`config.mk`:
```
export PLATFORM = sky130hd
export DESIGN_NAME = rv_core
export DESIGN_NICKNAME = d
export VERILOG_FILES = /design/src/source/rv_core_pkg.sv /design/src/source/rv_fetch.sv /design/src/source/rv_regfile.sv /design/src/source/rv_decode.sv /design/src/source/rv_execute.sv /design/src/source/rv_result.sv /design/src/source/rv_core.sv
export VERILOG_INCLUDE_DIRS = /design/src /design/src/source
export SDC_FILE = /design/constraint.sdc
export NUM_CORES = 2
export LEC_CHECK = 0
export CORE_UTILIZATION = 40
export CTS_CLUSTER_DIAMETER = 80
export DETAILED_ROUTE_END_ITERATION = 8
export DONT_BUFFER_PORTS = 1
export PLACE_DENSITY = 0.64
export REMOVE_ABC_BUFFERS = 1
export SLEW_MARGIN = 20
export SYNTH_ARGS = -nofsm -noshare
export SYNTH_HDL_FRONTEND = slang
export SYNTH_SLANG_ARGS = --single-unit
```
`constraint.sdc`:
```
create_clock -name clk -period 5.1 [get_ports clk]
set_clock_uncertainty 0.1 [all_clocks]
set_input_delay 1.02 -clock clk [delete_from_list [all_inputs] [get_ports clk]]
set_output_delay 1.02 -clock clk [all_outputs]
set_load 0.03 [all_outputs]
```
`src/source/rv_core_params.svh`:
```
`ifndef RV_CORE_PARAMS_SVH
`define RV_CORE_PARAMS_SVH

// data and address width
`define RV_XLEN 32

// architectural integer registers, x0 included
`define RV_NREGS 32

// first fetch address after reset
`define RV_RESET_PC 32'h0000_0000

`endif

```
`src/source/rv_core_pkg.sv`:
```
`include "rv_core_params.svh"

package rv_core_pkg;

	typedef logic [`RV_XLEN-1:0] word_t;
	typedef logic [$clog2(`RV_NREGS)-1:0] reg_addr_t;

	typedef enum logic [3:0] {
		alu_add, alu_sub, alu_sll, alu_slt, alu_sltu, alu_xor,
		alu_srl, alu_sra, alu_or, alu_and, alu_pass_b
	} alu_op_e;

	// br_none must stay the zero encoding
	typedef enum logic [3:0] {
		br_none, br_beq, br_bne, br_blt, br_bge, br_bltu, br_bgeu, br_jal, br_jalr
	} br_op_e;

	typedef enum logic [1:0] {
		mem_none, mem_load, mem_store
	} mem_op_e;

	typedef enum logic [1:0] {
		idle_req, wait_rsp, wait_done, halted
	} fetch_state_e;

	typedef enum logic [1:0] {
		idle, mem_req, mem_rsp
	} result_state_e;

	typedef struct packed {
		word_t     pc;
		word_t     rs1;
		word_t     rs2;
		word_t     imm;
		reg_addr_t rd;
		logic      we;
		alu_op_e   alu_op;
		logic      a_is_pc;   // auipc
		logic      b_is_imm;
		br_op_e    br_op;
		mem_op_e   mem_op;
		logic      ebreak;
	} decoded_t;

	typedef struct packed {
		word_t     pc;
		word_t     alu_result;  // also the lw/sw address
		word_t     store_data;
		reg_addr_t rd;
		logic      we;
		mem_op_e   mem_op;
		word_t     next_pc;
		logic      ebreak;
	} exec_t;

	typedef struct packed {
		word_t     pc;
		reg_addr_t rd;
		word_t     wdata;
		logic      we;
	} retire_t;

endpackage

```
`src/source/rv_fetch.sv`:
```
`include "rv_core_params.svh"

module rv_fetch (
	input  logic               clk,
	input  logic               reset_i,
	output logic               imem_req_valid_o,
	input  logic               imem_req_ready_i,
	output rv_core_pkg::word_t imem_addr_o,
	input  logic               imem_rsp_valid_i,
	input  rv_core_pkg::word_t imem_rsp_data_i,
	output logic               inst_valid_o,
	output rv_core_pkg::word_t inst_o,
	output rv_core_pkg::word_t pc_o,
	input  logic               done_i,
	input  rv_core_pkg::word_t next_pc_i,
	input  logic               halt_i
);

	rv_core_pkg::fetch_state_e state_q;
	rv_core_pkg::word_t        pc_q;
	logic                      req_valid_q;

	assign imem_req_valid_o = req_valid_q;
	assign imem_addr_o = pc_q;
	assign pc_o = pc_q;   // stays put until the instruction is done

	always_ff @(posedge clk) begin
		if (reset_i) begin
			state_q <= rv_core_pkg::idle_req;
			pc_q <= `RV_RESET_PC;
			req_valid_q <= 1'b0;
			inst_valid_o <= 1'b0;
		end else begin
			inst_valid_o <= 1'b0;
			if (halt_i) begin
				// finish or illegal, nothing more is fetched
				state_q <= rv_core_pkg::halted;
				req_valid_q <= 1'b0;
			end else begin
				case (state_q)
					rv_core_pkg::idle_req: begin
						if (!req_valid_q) begin
							req_valid_q <= 1'b1;   // first request after reset
						end else if (imem_req_ready_i) begin
							req_valid_q <= 1'b0;
							state_q <= rv_core_pkg::wait_rsp;
						end
					end
					rv_core_pkg::wait_rsp: begin
						if (imem_rsp_valid_i) begin
							inst_valid_o <= 1'b1;
							state_q <= rv_core_pkg::wait_done;
						end
					end
					rv_core_pkg::wait_done: begin
						if (done_i) begin
							pc_q <= next_pc_i;
							req_valid_q <= 1'b1;
							state_q <= rv_core_pkg::idle_req;
						end
					end
					default: ;   // halted
				endcase
			end
		end
	end

	always_ff @(posedge clk) begin
		if (state_q == rv_core_pkg::wait_rsp && imem_rsp_valid_i)
			inst_o <= imem_rsp_data_i;
	end

	// request must stay up with a fixed address until the memory takes it
	req_held: assert property (@(posedge clk) disable iff (reset_i)
		imem_req_valid_o && !imem_req_ready_i |=> imem_req_valid_o && $stable(imem_addr_o));

endmodule

```
`src/source/rv_regfile.sv`:
```
`include "rv_core_params.svh"

module rv_regfile (
	input  logic                   clk,
	input  logic                   reset_i,
	input  rv_core_pkg::reg_addr_t rs1_addr_i,
	input  rv_core_pkg::reg_addr_t rs2_addr_i,
	output rv_core_pkg::word_t     rs1_data_o,
	output rv_core_pkg::word_t     rs2_data_o,
	input  logic                   we_i,
	input  rv_core_pkg::reg_addr_t rd_i,
	input  rv_core_pkg::word_t     wdata_i
);

	rv_core_pkg::word_t regs [`RV_NREGS];

	assign rs1_data_o = regs[rs1_addr_i];
	assign rs2_data_o = regs[rs2_addr_i];

	always_ff @(posedge clk) begin
		if (reset_i) begin
			for (int i = 0; i < `RV_NREGS; i++)
				regs[i] <= '0;
		end else if (we_i && rd_i != '0) begin   // x0 keeps its zero
			regs[rd_i] <= wdata_i;
		end
	end

	// whatever was written to x0 earlier, it reads back as zero
	x0_zero: assert property (@(posedge clk) disable iff (reset_i)
		rs1_addr_i == '0 |-> rs1_data_o == '0);

endmodule

```
`src/source/rv_decode.sv`:
```
module rv_decode (
	input  logic                    clk,
	input  logic                    reset_i,
	input  logic                    inst_valid_i,
	input  rv_core_pkg::word_t      inst_i,
	input  rv_core_pkg::word_t      pc_i,
	output rv_core_pkg::reg_addr_t  rs1_addr_o,
	output rv_core_pkg::reg_addr_t  rs2_addr_o,
	input  rv_core_pkg::word_t      rs1_data_i,
	input  rv_core_pkg::word_t      rs2_data_i,
	output logic                    dec_valid_o,
	output rv_core_pkg::decoded_t   dec_o,
	output logic                    illegal_o
);

	logic [6:0]            opcode;
	logic [2:0]            funct3;
	logic [6:0]            funct7;
	rv_core_pkg::word_t    imm_i, imm_s, imm_b, imm_u, imm_j;
	rv_core_pkg::decoded_t dec_d;
	logic                  bad;

	// funct3 to alu operation, alt picks sub and sra
	function automatic rv_core_pkg::alu_op_e alu_sel(input logic [2:0] f3, input logic alt);
		case (f3)
			3'b000:  alu_sel = alt ? rv_core_pkg::alu_sub : rv_core_pkg::alu_add;
			3'b001:  alu_sel = rv_core_pkg::alu_sll;
			3'b010:  alu_sel = rv_core_pkg::alu_slt;
			3'b011:  alu_sel = rv_core_pkg::alu_sltu;
			3'b100:  alu_sel = rv_core_pkg::alu_xor;
			3'b101:  alu_sel = alt ? rv_core_pkg::alu_sra : rv_core_pkg::alu_srl;
			3'b110:  alu_sel = rv_core_pkg::alu_or;
			default: alu_sel = rv_core_pkg::alu_and;
		endcase
	endfunction

	assign opcode = inst_i[6:0];
	assign funct3 = inst_i[14:12];
	assign funct7 = inst_i[31:25];
	assign rs1_addr_o = inst_i[19:15];
	assign rs2_addr_o = inst_i[24:20];

	assign imm_i = {{20{inst_i[31]}}, inst_i[31:20]};
	assign imm_s = {{20{inst_i[31]}}, inst_i[31:25], inst_i[11:7]};
	assign imm_b = {{19{inst_i[31]}}, inst_i[31], inst_i[7], inst_i[30:25], inst_i[11:8], 1'b0};
	assign imm_u = {inst_i[31:12], 12'b0};
	assign imm_j = {{11{inst_i[31]}}, inst_i[31], inst_i[19:12], inst_i[20], inst_i[30:21], 1'b0};

	always_comb begin
		dec_d = '0;   // alu_add, br_none, mem_none
		dec_d.pc = pc_i;
		dec_d.rs1 = rs1_data_i;
		dec_d.rs2 = rs2_data_i;
		dec_d.rd = inst_i[11:7];
		bad = 1'b0;
		case (opcode)
			7'b0110111: begin   // lui
				dec_d.imm = imm_u;
				dec_d.we = 1'b1;
				dec_d.b_is_imm = 1'b1;
				dec_d.alu_op = rv_core_pkg::alu_pass_b;
			end
			7'b0010111: begin   // auipc
				dec_d.imm = imm_u;
				dec_d.we = 1'b1;
				dec_d.a_is_pc = 1'b1;
				dec_d.b_is_imm = 1'b1;
			end
			7'b1101111: begin
				dec_d.imm = imm_j;
				dec_d.we = 1'b1;
				dec_d.br_op = rv_core_pkg::br_jal;
			end
			7'b1100111: begin   // jalr target comes out of the alu add
				dec_d.imm = imm_i;
				dec_d.we = 1'b1;
				dec_d.b_is_imm = 1'b1;
				dec_d.br_op = rv_core_pkg::br_jalr;
				bad = funct3 != 3'b000;
			end
			7'b1100011: begin
				dec_d.imm = imm_b;
				case (funct3)
					3'b000:  dec_d.br_op = rv_core_pkg::br_beq;
					3'b001:  dec_d.br_op = rv_core_pkg::br_bne;
					3'b100:  dec_d.br_op = rv_core_pkg::br_blt;
					3'b101:  dec_d.br_op = rv_core_pkg::br_bge;
					3'b110:  dec_d.br_op = rv_core_pkg::br_bltu;
					3'b111:  dec_d.br_op = rv_core_pkg::br_bgeu;
					default: bad = 1'b1;
				endcase
			end
			7'b0000011: begin   // lw only
				dec_d.imm = imm_i;
				dec_d.we = 1'b1;
				dec_d.b_is_imm = 1'b1;
				dec_d.mem_op = rv_core_pkg::mem_load;
				bad = funct3 != 3'b010;
			end
			7'b0100011: begin   // sw only
				dec_d.imm = imm_s;
				dec_d.b_is_imm = 1'b1;
				dec_d.mem_op = rv_core_pkg::mem_store;
				bad = funct3 != 3'b010;
			end
			7'b0010011: begin
				dec_d.imm = imm_i;
				dec_d.we = 1'b1;
				dec_d.b_is_imm = 1'b1;
				dec_d.alu_op = alu_sel(funct3, funct3 == 3'b101 && inst_i[30]);
				if (funct3 == 3'b001)
					bad = funct7 != 7'b0000000;
				else if (funct3 == 3'b101)
					bad = funct7 != 7'b0000000 && funct7 != 7'b0100000;
			end
			7'b0110011: begin
				dec_d.we = 1'b1;
				dec_d.alu_op = alu_sel(funct3, inst_i[30]);
				bad = !(funct7 == 7'b0000000 ||
					(funct7 == 7'b0100000 && (funct3 == 3'b000 || funct3 == 3'b101)));
			end
			7'b1110011: begin
				dec_d.ebreak = inst_i == 32'h0010_0073;
				bad = !dec_d.ebreak;   // no ecall or csr here
			end
			default: bad = 1'b1;
		endcase
	end

	always_ff @(posedge clk) begin
		if (reset_i) begin
			dec_valid_o <= 1'b0;
			illegal_o <= 1'b0;
		end else begin
			dec_valid_o <= inst_valid_i && !bad;
			if (inst_valid_i && bad)
				illegal_o <= 1'b1;   // sticky
		end
	end

	always_ff @(posedge clk) begin
		if (inst_valid_i)
			dec_o <= dec_d;
	end

endmodule

```
`src/source/rv_execute.sv`:
```
module rv_execute (
	input  logic                  clk,
	input  logic                  reset_i,
	input  logic                  dec_valid_i,
	input  rv_core_pkg::decoded_t dec_i,
	output logic                  ex_valid_o,
	output rv_core_pkg::exec_t    ex_o
);

	rv_core_pkg::word_t op_a, op_b, alu_res;
	rv_core_pkg::word_t pc_plus4, br_target;
	rv_core_pkg::exec_t ex_d;
	logic               is_jump;
	logic               taken;

	assign op_a = dec_i.a_is_pc ? dec_i.pc : dec_i.rs1;
	assign op_b = dec_i.b_is_imm ? dec_i.imm : dec_i.rs2;
	assign pc_plus4 = dec_i.pc + 32'd4;
	assign br_target = dec_i.pc + dec_i.imm;
	assign is_jump = dec_i.br_op == rv_core_pkg::br_jal || dec_i.br_op == rv_core_pkg::br_jalr;

	always_comb begin
		case (dec_i.alu_op)
			rv_core_pkg::alu_sub:    alu_res = op_a - op_b;
			rv_core_pkg::alu_sll:    alu_res = op_a << op_b[4:0];
			rv_core_pkg::alu_slt:    alu_res = rv_core_pkg::word_t'($signed(op_a) < $signed(op_b));
			rv_core_pkg::alu_sltu:   alu_res = rv_core_pkg::word_t'(op_a < op_b);
			rv_core_pkg::alu_xor:    alu_res = op_a ^ op_b;
			rv_core_pkg::alu_srl:    alu_res = op_a >> op_b[4:0];
			rv_core_pkg::alu_sra:    alu_res = $signed(op_a) >>> op_b[4:0];
			rv_core_pkg::alu_or:     alu_res = op_a | op_b;
			rv_core_pkg::alu_and:    alu_res = op_a & op_b;
			rv_core_pkg::alu_pass_b: alu_res = op_b;
			default:                 alu_res = op_a + op_b;
		endcase
	end

	// branches always compare the two register values
	always_comb begin
		case (dec_i.br_op)
			rv_core_pkg::br_beq:  taken = dec_i.rs1 == dec_i.rs2;
			rv_core_pkg::br_bne:  taken = dec_i.rs1 != dec_i.rs2;
			rv_core_pkg::br_blt:  taken = $signed(dec_i.rs1) < $signed(dec_i.rs2);
			rv_core_pkg::br_bge:  taken = $signed(dec_i.rs1) >= $signed(dec_i.rs2);
			rv_core_pkg::br_bltu: taken = dec_i.rs1 < dec_i.rs2;
			rv_core_pkg::br_bgeu: taken = dec_i.rs1 >= dec_i.rs2;
			rv_core_pkg::br_jal:  taken = 1'b1;
			default:              taken = 1'b0;
		endcase
	end

	always_comb begin
		ex_d.pc = dec_i.pc;
		ex_d.alu_result = is_jump ? pc_plus4 : alu_res;   // link value
		ex_d.store_data = dec_i.rs2;
		ex_d.rd = dec_i.rd;
		ex_d.we = dec_i.we;
		ex_d.mem_op = dec_i.mem_op;
		ex_d.ebreak = dec_i.ebreak;
		if (dec_i.br_op == rv_core_pkg::br_jalr)
			ex_d.next_pc = {alu_res[31:1], 1'b0};   // rs1 + imm, bit 0 cleared
		else if (taken)
			ex_d.next_pc = br_target;
		else
			ex_d.next_pc = pc_plus4;
	end

	always_ff @(posedge clk) begin
		if (reset_i)
			ex_valid_o <= 1'b0;
		else
			ex_valid_o <= dec_valid_i;
	end

	always_ff @(posedge clk) begin
		if (dec_valid_i)
			ex_o <= ex_d;
	end

	// one instruction in flight, decode never overruns execute
	no_overrun: assert property (@(posedge clk) disable iff (reset_i)
		dec_valid_i |-> !ex_valid_o);

endmodule

```
`src/source/rv_result.sv`:
```
module rv_result (
	input  logic                   clk,
	input  logic                   reset_i,
	input  logic                   ex_valid_i,
	input  rv_core_pkg::exec_t     ex_i,
	output logic                   dmem_req_valid_o,
	input  logic                   dmem_req_ready_i,
	output logic                   dmem_req_write_o,
	output rv_core_pkg::word_t     dmem_req_addr_o,
	output rv_core_pkg::word_t     dmem_req_wdata_o,
	input  logic                   dmem_rsp_valid_i,
	input  rv_core_pkg::word_t     dmem_rsp_rdata_i,
	output logic                   rf_we_o,
	output rv_core_pkg::reg_addr_t rf_rd_o,
	output rv_core_pkg::word_t     rf_wdata_o,
	output logic                   done_o,
	output rv_core_pkg::word_t     next_pc_o,
	output logic                   retire_valid_o,
	output rv_core_pkg::retire_t   retire_o,
	output logic                   finish_o
);

	rv_core_pkg::result_state_e state_q;
	rv_core_pkg::exec_t         ex_q;
	rv_core_pkg::word_t         load_q;
	logic                       done_q;

	assign dmem_req_valid_o = state_q == rv_core_pkg::mem_req;
	assign dmem_req_write_o = ex_q.mem_op == rv_core_pkg::mem_store;
	assign dmem_req_addr_o = ex_q.alu_result;
	assign dmem_req_wdata_o = ex_q.store_data;

	always_comb begin
		retire_o.pc = ex_q.pc;
		retire_o.rd = ex_q.rd;
		retire_o.we = ex_q.we;
		retire_o.wdata = ex_q.mem_op == rv_core_pkg::mem_load ? load_q : ex_q.alu_result;
	end

	// write-back happens in the retire cycle
	assign rf_we_o = done_q && ex_q.we;
	assign rf_rd_o = ex_q.rd;
	assign rf_wdata_o = retire_o.wdata;
	assign done_o = done_q;
	assign retire_valid_o = done_q;
	assign next_pc_o = ex_q.next_pc;

	always_ff @(posedge clk) begin
		if (reset_i) begin
			state_q <= rv_core_pkg::idle;
			done_q <= 1'b0;
			finish_o <= 1'b0;
		end else begin
			done_q <= 1'b0;
			case (state_q)
				rv_core_pkg::idle: begin
					if (ex_valid_i && ex_i.mem_op == rv_core_pkg::mem_none) begin
						done_q <= 1'b1;
						if (ex_i.ebreak)
							finish_o <= 1'b1;   // stays set
					end else if (ex_valid_i) begin
						state_q <= rv_core_pkg::mem_req;
					end
				end
				rv_core_pkg::mem_req: begin
					if (dmem_req_ready_i)
						state_q <= rv_core_pkg::mem_rsp;
				end
				default: begin   // mem_rsp, stores get an empty response too
					if (dmem_rsp_valid_i) begin
						done_q <= 1'b1;
						state_q <= rv_core_pkg::idle;
					end
				end
			endcase
		end
	end

	always_ff @(posedge clk) begin
		if (state_q == rv_core_pkg::idle && ex_valid_i)
			ex_q <= ex_i;
		if (state_q == rv_core_pkg::mem_rsp && dmem_rsp_valid_i)
			load_q <= dmem_rsp_rdata_i;
	end

endmodule

```
`src/source/rv_core.sv`:
```
module rv_core (
	input  logic                 clk,
	input  logic                 reset_i,
	output logic                 imem_req_valid_o,
	input  logic                 imem_req_ready_i,
	output rv_core_pkg::word_t   imem_addr_o,
	input  logic                 imem_rsp_valid_i,
	input  rv_core_pkg::word_t   imem_rsp_data_i,
	output logic                 dmem_req_valid_o,
	input  logic                 dmem_req_ready_i,
	output logic                 dmem_req_write_o,
	output rv_core_pkg::word_t   dmem_req_addr_o,
	output rv_core_pkg::word_t   dmem_req_wdata_o,
	input  logic                 dmem_rsp_valid_i,
	input  rv_core_pkg::word_t   dmem_rsp_rdata_i,
	output logic                 retire_valid_o,
	output rv_core_pkg::retire_t retire_o,
	output logic                 finish_o,
	output logic                 illegal_o
);

	logic                   inst_valid, dec_valid, ex_valid;
	rv_core_pkg::word_t     inst, pc;
	rv_core_pkg::reg_addr_t rs1_addr, rs2_addr, rf_rd;
	rv_core_pkg::word_t     rs1_data, rs2_data, rf_wdata;
	rv_core_pkg::decoded_t  dec;
	rv_core_pkg::exec_t     ex;
	logic                   rf_we, done;
	rv_core_pkg::word_t     next_pc;

	rv_fetch u_fetch (
		.clk              ( clk                    ),
		.reset_i          ( reset_i                ),
		.imem_req_valid_o ( imem_req_valid_o       ),
		.imem_req_ready_i ( imem_req_ready_i       ),
		.imem_addr_o      ( imem_addr_o            ),
		.imem_rsp_valid_i ( imem_rsp_valid_i       ),
		.imem_rsp_data_i  ( imem_rsp_data_i        ),
		.inst_valid_o     ( inst_valid             ),
		.inst_o           ( inst                   ),
		.pc_o             ( pc                     ),
		.done_i           ( done                   ),
		.next_pc_i        ( next_pc                ),
		.halt_i           ( finish_o | illegal_o   )
	);

	rv_regfile u_regfile (
		.clk        ( clk      ),
		.reset_i    ( reset_i  ),
		.rs1_addr_i ( rs1_addr ),
		.rs2_addr_i ( rs2_addr ),
		.rs1_data_o ( rs1_data ),
		.rs2_data_o ( rs2_data ),
		.we_i       ( rf_we    ),
		.rd_i       ( rf_rd    ),
		.wdata_i    ( rf_wdata )
	);

	rv_decode u_decode (
		.clk          ( clk        ),
		.reset_i      ( reset_i    ),
		.inst_valid_i ( inst_valid ),
		.inst_i       ( inst       ),
		.pc_i         ( pc         ),
		.rs1_addr_o   ( rs1_addr   ),
		.rs2_addr_o   ( rs2_addr   ),
		.rs1_data_i   ( rs1_data   ),
		.rs2_data_i   ( rs2_data   ),
		.dec_valid_o  ( dec_valid  ),
		.dec_o        ( dec        ),
		.illegal_o    ( illegal_o  )
	);

	rv_execute u_execute (
		.clk         ( clk       ),
		.reset_i     ( reset_i   ),
		.dec_valid_i ( dec_valid ),
		.dec_i       ( dec       ),
		.ex_valid_o  ( ex_valid  ),
		.ex_o        ( ex        )
	);

	rv_result u_result (
		.clk              ( clk              ),
		.reset_i          ( reset_i          ),
		.ex_valid_i       ( ex_valid         ),
		.ex_i             ( ex               ),
		.dmem_req_valid_o ( dmem_req_valid_o ),
		.dmem_req_ready_i ( dmem_req_ready_i ),
		.dmem_req_write_o ( dmem_req_write_o ),
		.dmem_req_addr_o  ( dmem_req_addr_o  ),
		.dmem_req_wdata_o ( dmem_req_wdata_o ),
		.dmem_rsp_valid_i ( dmem_rsp_valid_i ),
		.dmem_rsp_rdata_i ( dmem_rsp_rdata_i ),
		.rf_we_o          ( rf_we            ),
		.rf_rd_o          ( rf_rd            ),
		.rf_wdata_o       ( rf_wdata         ),
		.done_o           ( done             ),
		.next_pc_o        ( next_pc          ),
		.retire_valid_o   ( retire_valid_o   ),
		.retire_o         ( retire_o         ),
		.finish_o         ( finish_o         )
	);

endmodule

```
==> Word-level counts from Yosys, hierarchy flattened <==
Memory sizes are Yosys's and may differ from the RTL's. A register that Yosys moved wholly into a read port is not among the register bits.
Index checks and enable logic that the tools add are counted.
{ "word_totals": {"memories": 1, "ff_bits": 463, "out_inout_bits": 172, "ram_bits": 1024, "wordCells": 209} }
{ "mem_list": {"columns": ["memory", "depth", "width", "read_ports", "rd_clocked_by_memory_dff", "write_ports", "line_no", "source"], "rows": [
  ["u_regfile.regs", 32, 32, 2, 2, 32, "rv_regfile.sv:15", "rv_core_pkg::word_t regs [`RV_NREGS];"]
]} }
{ "op_classes": {"n_reduce_logical": 43, "n_eq_ne": 55, "shift": 3, "n_mux": 53, "addsub": 4, "magnitude_cmp": 6, "bitwise_logic": 6} }
{ "ops": {"columns": ["operator", "n"], "rows": [
  ["32-bit case mux with 10 select lines", 1],
  ["32-bit 2-to-1 mux", 7],
  ["32-bit case mux with 5 select lines", 1],
  ["32-bit less-than comparator", 4],
  ["32-bit adder", 2],
  ["32-bit greater-or-equal comparator", 2],
  ["4-bit case mux with 7 select lines", 2],
  ["32-bit by 3-bit adder with 32-bit output (second input constant)", 1],
  ["32-bit AND", 1],
  ["32-bit by 21-bit == test with 1-bit output (second input constant)", 1],
  ["32-bit == test", 1],
  ["4-bit by 3-bit == test with 1-bit output (second input constant)", 8],
  ["32-bit != test", 1],
  ["32-bit bitwise OR", 1],
  ["32-bit OR reduction", 1],
  ["32-bit by 5-bit << shifter with 32-bit output", 1],
  ["32-bit by 5-bit right shift with 32-bit output", 1],
  ["32-bit by 5-bit >>> shifter with 32-bit output", 1],
  ["32-bit subtractor", 1],
  ["32-bit bitwise XOR", 1],
  ["7-bit by 6-bit == test with 1-bit output (second input constant)", 4],
  ["7-bit == test (second input constant)", 4],
  ["4-bit case mux with 3 select lines", 2],
  ["1-bit 2-to-1 mux", 22],
  ["other kinds (43)", 99]
]} }

==> Longest topological paths before layout <==
{ "logic_depth": {"word_depth": 8, "ltp_mapped": 19, "mapped_depth_nobuf": 15} }

==> Hierarchy <==
A second synthesis with hierarchy kept.
{ "hier_totals": {"cells_unflattened": 7728, "hier_area_um2": 89100.5} }
{ "by_module_without_submodules": {"columns": ["module", "n_inst", "cells_per_inst", "seq_area_each_um2", "area_per_inst_um2"], "rows": [
  ["rv_regfile", 1, 4605, 30749.5, 55997.5],
  ["rv_execute", 1, 2195, 4134.0, 18033.5],
  ["rv_result", 1, 399, 5124.9, 7074.3],
  ["rv_decode", 1, 294, 4454.3, 5425.2],
  ["rv_fetch", 1, 234, 1681.6, 2563.7],
  ["rv_core", 1, 1, 0.0, 6.3]
]} }

==> Least setup slack after synthesis <==
No wires, ideal clock.
{ "synth_path": {"kind": "register to register", "start": "reg u_decode.dec_o[7] (netlist name)", "end": "reg u_execute.ex_o[25] (netlist name) (data pin)", "arrival_ns": 4.075, "setup_ns": 0.273, "stages_incl_launch_ff": 19, "slack_ns": 0.652, "t_required_ns": 4.727, "cell_sequence": "edfxtp_1 buf_4 buf_1 clkbuf_1 buf_2 nand2_1 o21ai_0 inv_1 ha_1 clkbuf_1 or3_1 o22ai_1 nor4_1 a21oi_1 a21boi_0 a31o_2 a211o_1 a21oi_1 mux2i_1"} }
{ "synth_rtl": {"columns": ["item", "line_no", "source"], "rows": [
  ["start, declared", "rv_decode.sv:12", "output rv_core_pkg::decoded_t dec_o,"],
  ["start signal, assigned", "rv_decode.sv:143", "dec_o <= dec_d;"],
  ["end signal, assigned", "rv_execute.sv:77", "ex_o <= ex_d;"],
  ["end, declared", "rv_execute.sv:7", "output rv_core_pkg::exec_t ex_o"]
]} }

==> flow_metrics.py <==
metrics = {
    "setup_path": {
        "critPathMaxFanout": 15,
        "rrSetupSlack_ns": 0.28,
        "slowest_delay_ns": 0.95,
        "path_class": "register to register",
        "reg2reg_depth": 12,
        "crit_family": "compound AO/OA/AOI/OAI gates",
        "worstPathRequired_ns": 5.56,
        "end_kind": "register",
        "rr_startpoint": "u_decode.dec_o[8]",
        "critPathLaunchType": "register",
        "reg2reg_to": "u_execute.ex_o[30]",
        "arrival_ns": 5.27,
        "crit_top_cell": "o21ai_0",
        "crit_chain": "buf_4 > mux2i_1 > ha_1 > nor4_1 > and3_1 > o21ai_0 > a21o_1 > a21oi_1 > nor2_1 > a211o_1 > o21ai_0 > a32oi_1",
        "slowest_stage": "mux2i_1",
        "crit_buf_inv": 1,
    },
    "pwr": {
        "p_clk_frac": 0.370,
        "ir_worst_vdd_mv": 0.2630,
        "combPwrFrac": 0.171,
        "swShare": 0.2763,
        "power.switching_uw": 8944,
        "pwr-share-seq": 0.459,
        "powerDensity_mw_per_mm2": 350.5,
        "p_int_uw": 23430,
        "leakage_uw": 0.03357,
    },
    "clock_tree": {
        "ctsResizeCount": 0,
        "tritoncts": "built",
        "clk_pin_slew_ns": 0.07,
        "cts-root-buf": "clkbuf_16",
        "clk_latency_ns": 0.85,
        "post-cts-setup-buffers": 0,
        "ctsHoldBuffers": 0,
        "clk_path_buf_depth": 3,
        "numCtsBuffers": 169,
        "cts.sinks": 1551,
        "cts-htree-levels": 4,
    },
    "global_routing": {
        "grtUsageTotal": 0.2877,
        "grt_max_degree": 108,
        "grt_pass1_wl_um": 427700,
        "grt_overflow": 0,
        "grt_pass1_vias": 56630,
        "antenna_found_initial": 23,
    },
    "synthesis": {
        "synthFlopType": "edfxtp_1",
        "ys_types": 95,
        "ys_ff_latch": 1551,
        "postSynthAreaPerCell_um2": 12.93,
        "synth_async_sr_flop_share": 0,
        "yosysSeqAreaShare": 0.5545,
        "synthesis.area_mm2": 0.08321,
        "synth_warnings": 0,
        "synth_edf_count": 1508,
        "syn_inst": 6434,
    },
    "detailed_routing": {
        "drt_iter0_drc": 8119,
        "wl_per_cell_um": 33.48,
        "drt-pass1-iter-count": 6,
        "num_vias": 57960,
        "totalWireLength_um": 305600,
        "ant_nets": 0,
        "routed_via_density": 6.348,
        "drc_errors": 0,
    },
    "finish": {
        "drive_gt1_frac": 0.1976,
        "stdcell_count": 9129,
        "area_growth_pct": 11.00,
        "fin_nets": 6522,
    },
    "die": {
        "num_rows": 167,
        "core_mm2": 0.2069,
        "die_x_um": 458.1,
        "dieHeight_um": 458.1,
        "boundaryPins": 242,
        "die_area_mm2": 0.2099,
        "start_util": 0.4023,
    },
    "placement": {
        "dpl.cell_count": 8817,
        "io_buffer_count": 0,
        "gp_congestion": 1.013,
        "hpwl_um": 205100,
    },
    "timing": {
        "finalSetupViolCount": 0,
        "period_share": 0.9444,
        "whs_ns": 0.1716,
        "hold_viol": 0,
        "worstMarginPinSlew_ns": 1.270,
        "slew_headroom": 0.1535,
        "fin_crit_ns": 4.816,
        "slew_violations": 0,
        "rsz0062_at_grt": "false",
        "fmax_mhz": 207.6,
    },
    "hold_path": {
        "hold_depth": 0,
        "hp-class": "input port to register",
        "hold_path_end": "u_fetch.inst_o[3]",
        "hp-start": "imem_rsp_data_i[3]",
    },
    "outcome": {
        "status": "complete, no violations",
    },
    "job": {
        "maxCapViolations": 0,
    },
}
through the flow:
step / setup WS [ns] / utilization / instance area [µm²] / setup TNS (ns) / power [µW]
detailed placement: 0.4344 / 0.4206 / 87010 / 0 / 20510
global placement: 0.4456 / 0.4206 / 87010 / 0 / 20470
floorplan: -7.898 / - / 80220 / -660.52 / 19040
finish: 0.2836 / 0.4465 / 92360 / 0 / 32380
global route: 0.1187 / 0.4465 / 92360 / 0 / 33270
CTS: 0.4257 / 0.4465 / 92360 / 0 / 32420
power by group through the flow:
stage / clock, µW / combinational, µW / sequential, µW
finish: 12000 / 5530 / 14900
CTS: 12100 / 5430 / 14800
global placement: 0 / 5390 / 15100
floorplan: 0 / 3710 / 15300
global route: 12600 / 5780 / 14900
detailed placement: 0 / 5410 / 15100
kinds of logic after synthesis:
family | Yosys count | synth area share
AND/OR/NAND/NOR | 1945 | 0.09698
flip-flops | 1551 | 0.5545
AO/OA/AOI/OAI | 965 | 0.07622
multiplexers | 910 | 0.1950
buffers and inverters | 836 | 0.04553
adder cells (fa/ha/maj) | 168 | 0.02553
XOR/XNOR | 58 | 0.006105
other | 1 | 0.00004507
cells in the mapped netlist (40+ instances only):
library cell	number	area, µm²
a21o_1	55	412.9
nand2b_1	50	312.8
mux4_2	562	12660
buf_1	76	285.3
buf_2	49	245.2
inv_1	176	660.6
nor3_1	53	265.3
o21ai_0	166	830.8
clkbuf_1	384	1441
o22ai_1	67	419.2
mux2_2	49	551.8
o221ai_1	41	359.1
nand3_1	48	240.2
nor2_1	1268	4760
a211oi_1	40	300.3
edfxtp_1	1508	45280
mux2i_1	294	2943
a21oi_1	270	1351
buf_4	137	1028
ha_1	165	2064
dfxtp_1	43	860.8
o31ai_1	44	330.3
nand2_1	351	1318
layout make-up:
class                   instances  area (µm²)
fillers                     18450      114500
inverters                     180       680.7
diodes                          3       7.507
multi-input cells            4078       33960
flip-flops and latches       1551       46150
repair buffers                304        2833
clock buffers                 205        4467
clock inverters               104       878.3
well taps                    2704        3383
flip-flops by register name (all words and copies together), names as in the netlist:
| name | count |
|---|---|
| u_fetch.imem_req_valid_o | 1 |
| u_decode.illegal_o | 1 |
| u_execute.ex_o | 137 |
| u_result.next_pc_o | 32 |
| u_execute.ex_valid_o | 1 |
| u_decode.dec_valid_o | 1 |
| u_fetch.state_q | 2 |
| u_result.ex_q | 2 |
| u_fetch.inst_o | 32 |
| u_result.rf_rd_o | 5 |
| u_result.dmem_req_wdata_o | 32 |
| u_fetch.inst_valid_o | 1 |
| u_result.state_q | 2 |
| u_result.load_q | 32 |
| u_result.dmem_req_addr_o | 32 |
| u_result.finish_o | 1 |
| u_fetch.imem_addr_o | 32 |
| u_result.done_o | 1 |
| u_regfile.regs | 1024 |
| u_decode.dec_o | 147 |
| u_result.retire_o | 33 |
routing by layer:
metal	global-route usage	wire (µm)
met5	0	87
met4	0.1517	17970
met1	0.3604	110300
met2	0.4639	145300
met3	0.06610	31900
worst max-delay path by stage:
| stage | start | to | slack, ns | cells after the start |
|---|---|---|---|---|
| final | u_decode.dec_o[8] | u_execute.ex_o[30] | 0.28 | 12 |
| after CTS | u_decode.dec_o[8] | u_execute.ex_o[101] | 0.43 | 13 |
| after floorplan | u_fetch.inst_o[20] | u_decode.dec_o[70] | -7.90 | 3 |
| after detailed placement | u_decode.dec_o[8] | u_execute.ex_o[73] | 0.43 | 13 |
| after global routing | u_decode.dec_o[8] | u_execute.ex_o[30] | 0.12 | 15 |
| after global placement | u_decode.dec_o[8] | u_execute.ex_o[30] | 0.45 | 12 |
layout by cell type (no fill, tap or decap), drive strengths merged, types with 40 or more instances in the layout:
cell type,netlist,layout
a21o,55,55
nand3,48,48
a211oi,40,40
clkbuf,384,205
o21ai,172,172
dfxtp,43,43
nand2b,50,50
mux2,50,50
inv,179,195
edfxtp,1508,1508
a21oi,273,273
mux4,562,562
clkinv,1,71
ha,165,165
o31ai,44,44
nand2,351,351
nor3,55,55
mux2i,298,298
o221ai,41,41
o22ai,67,67
nor2,1270,1270
buf,272,304
Power figures use the tool's default switching activity.
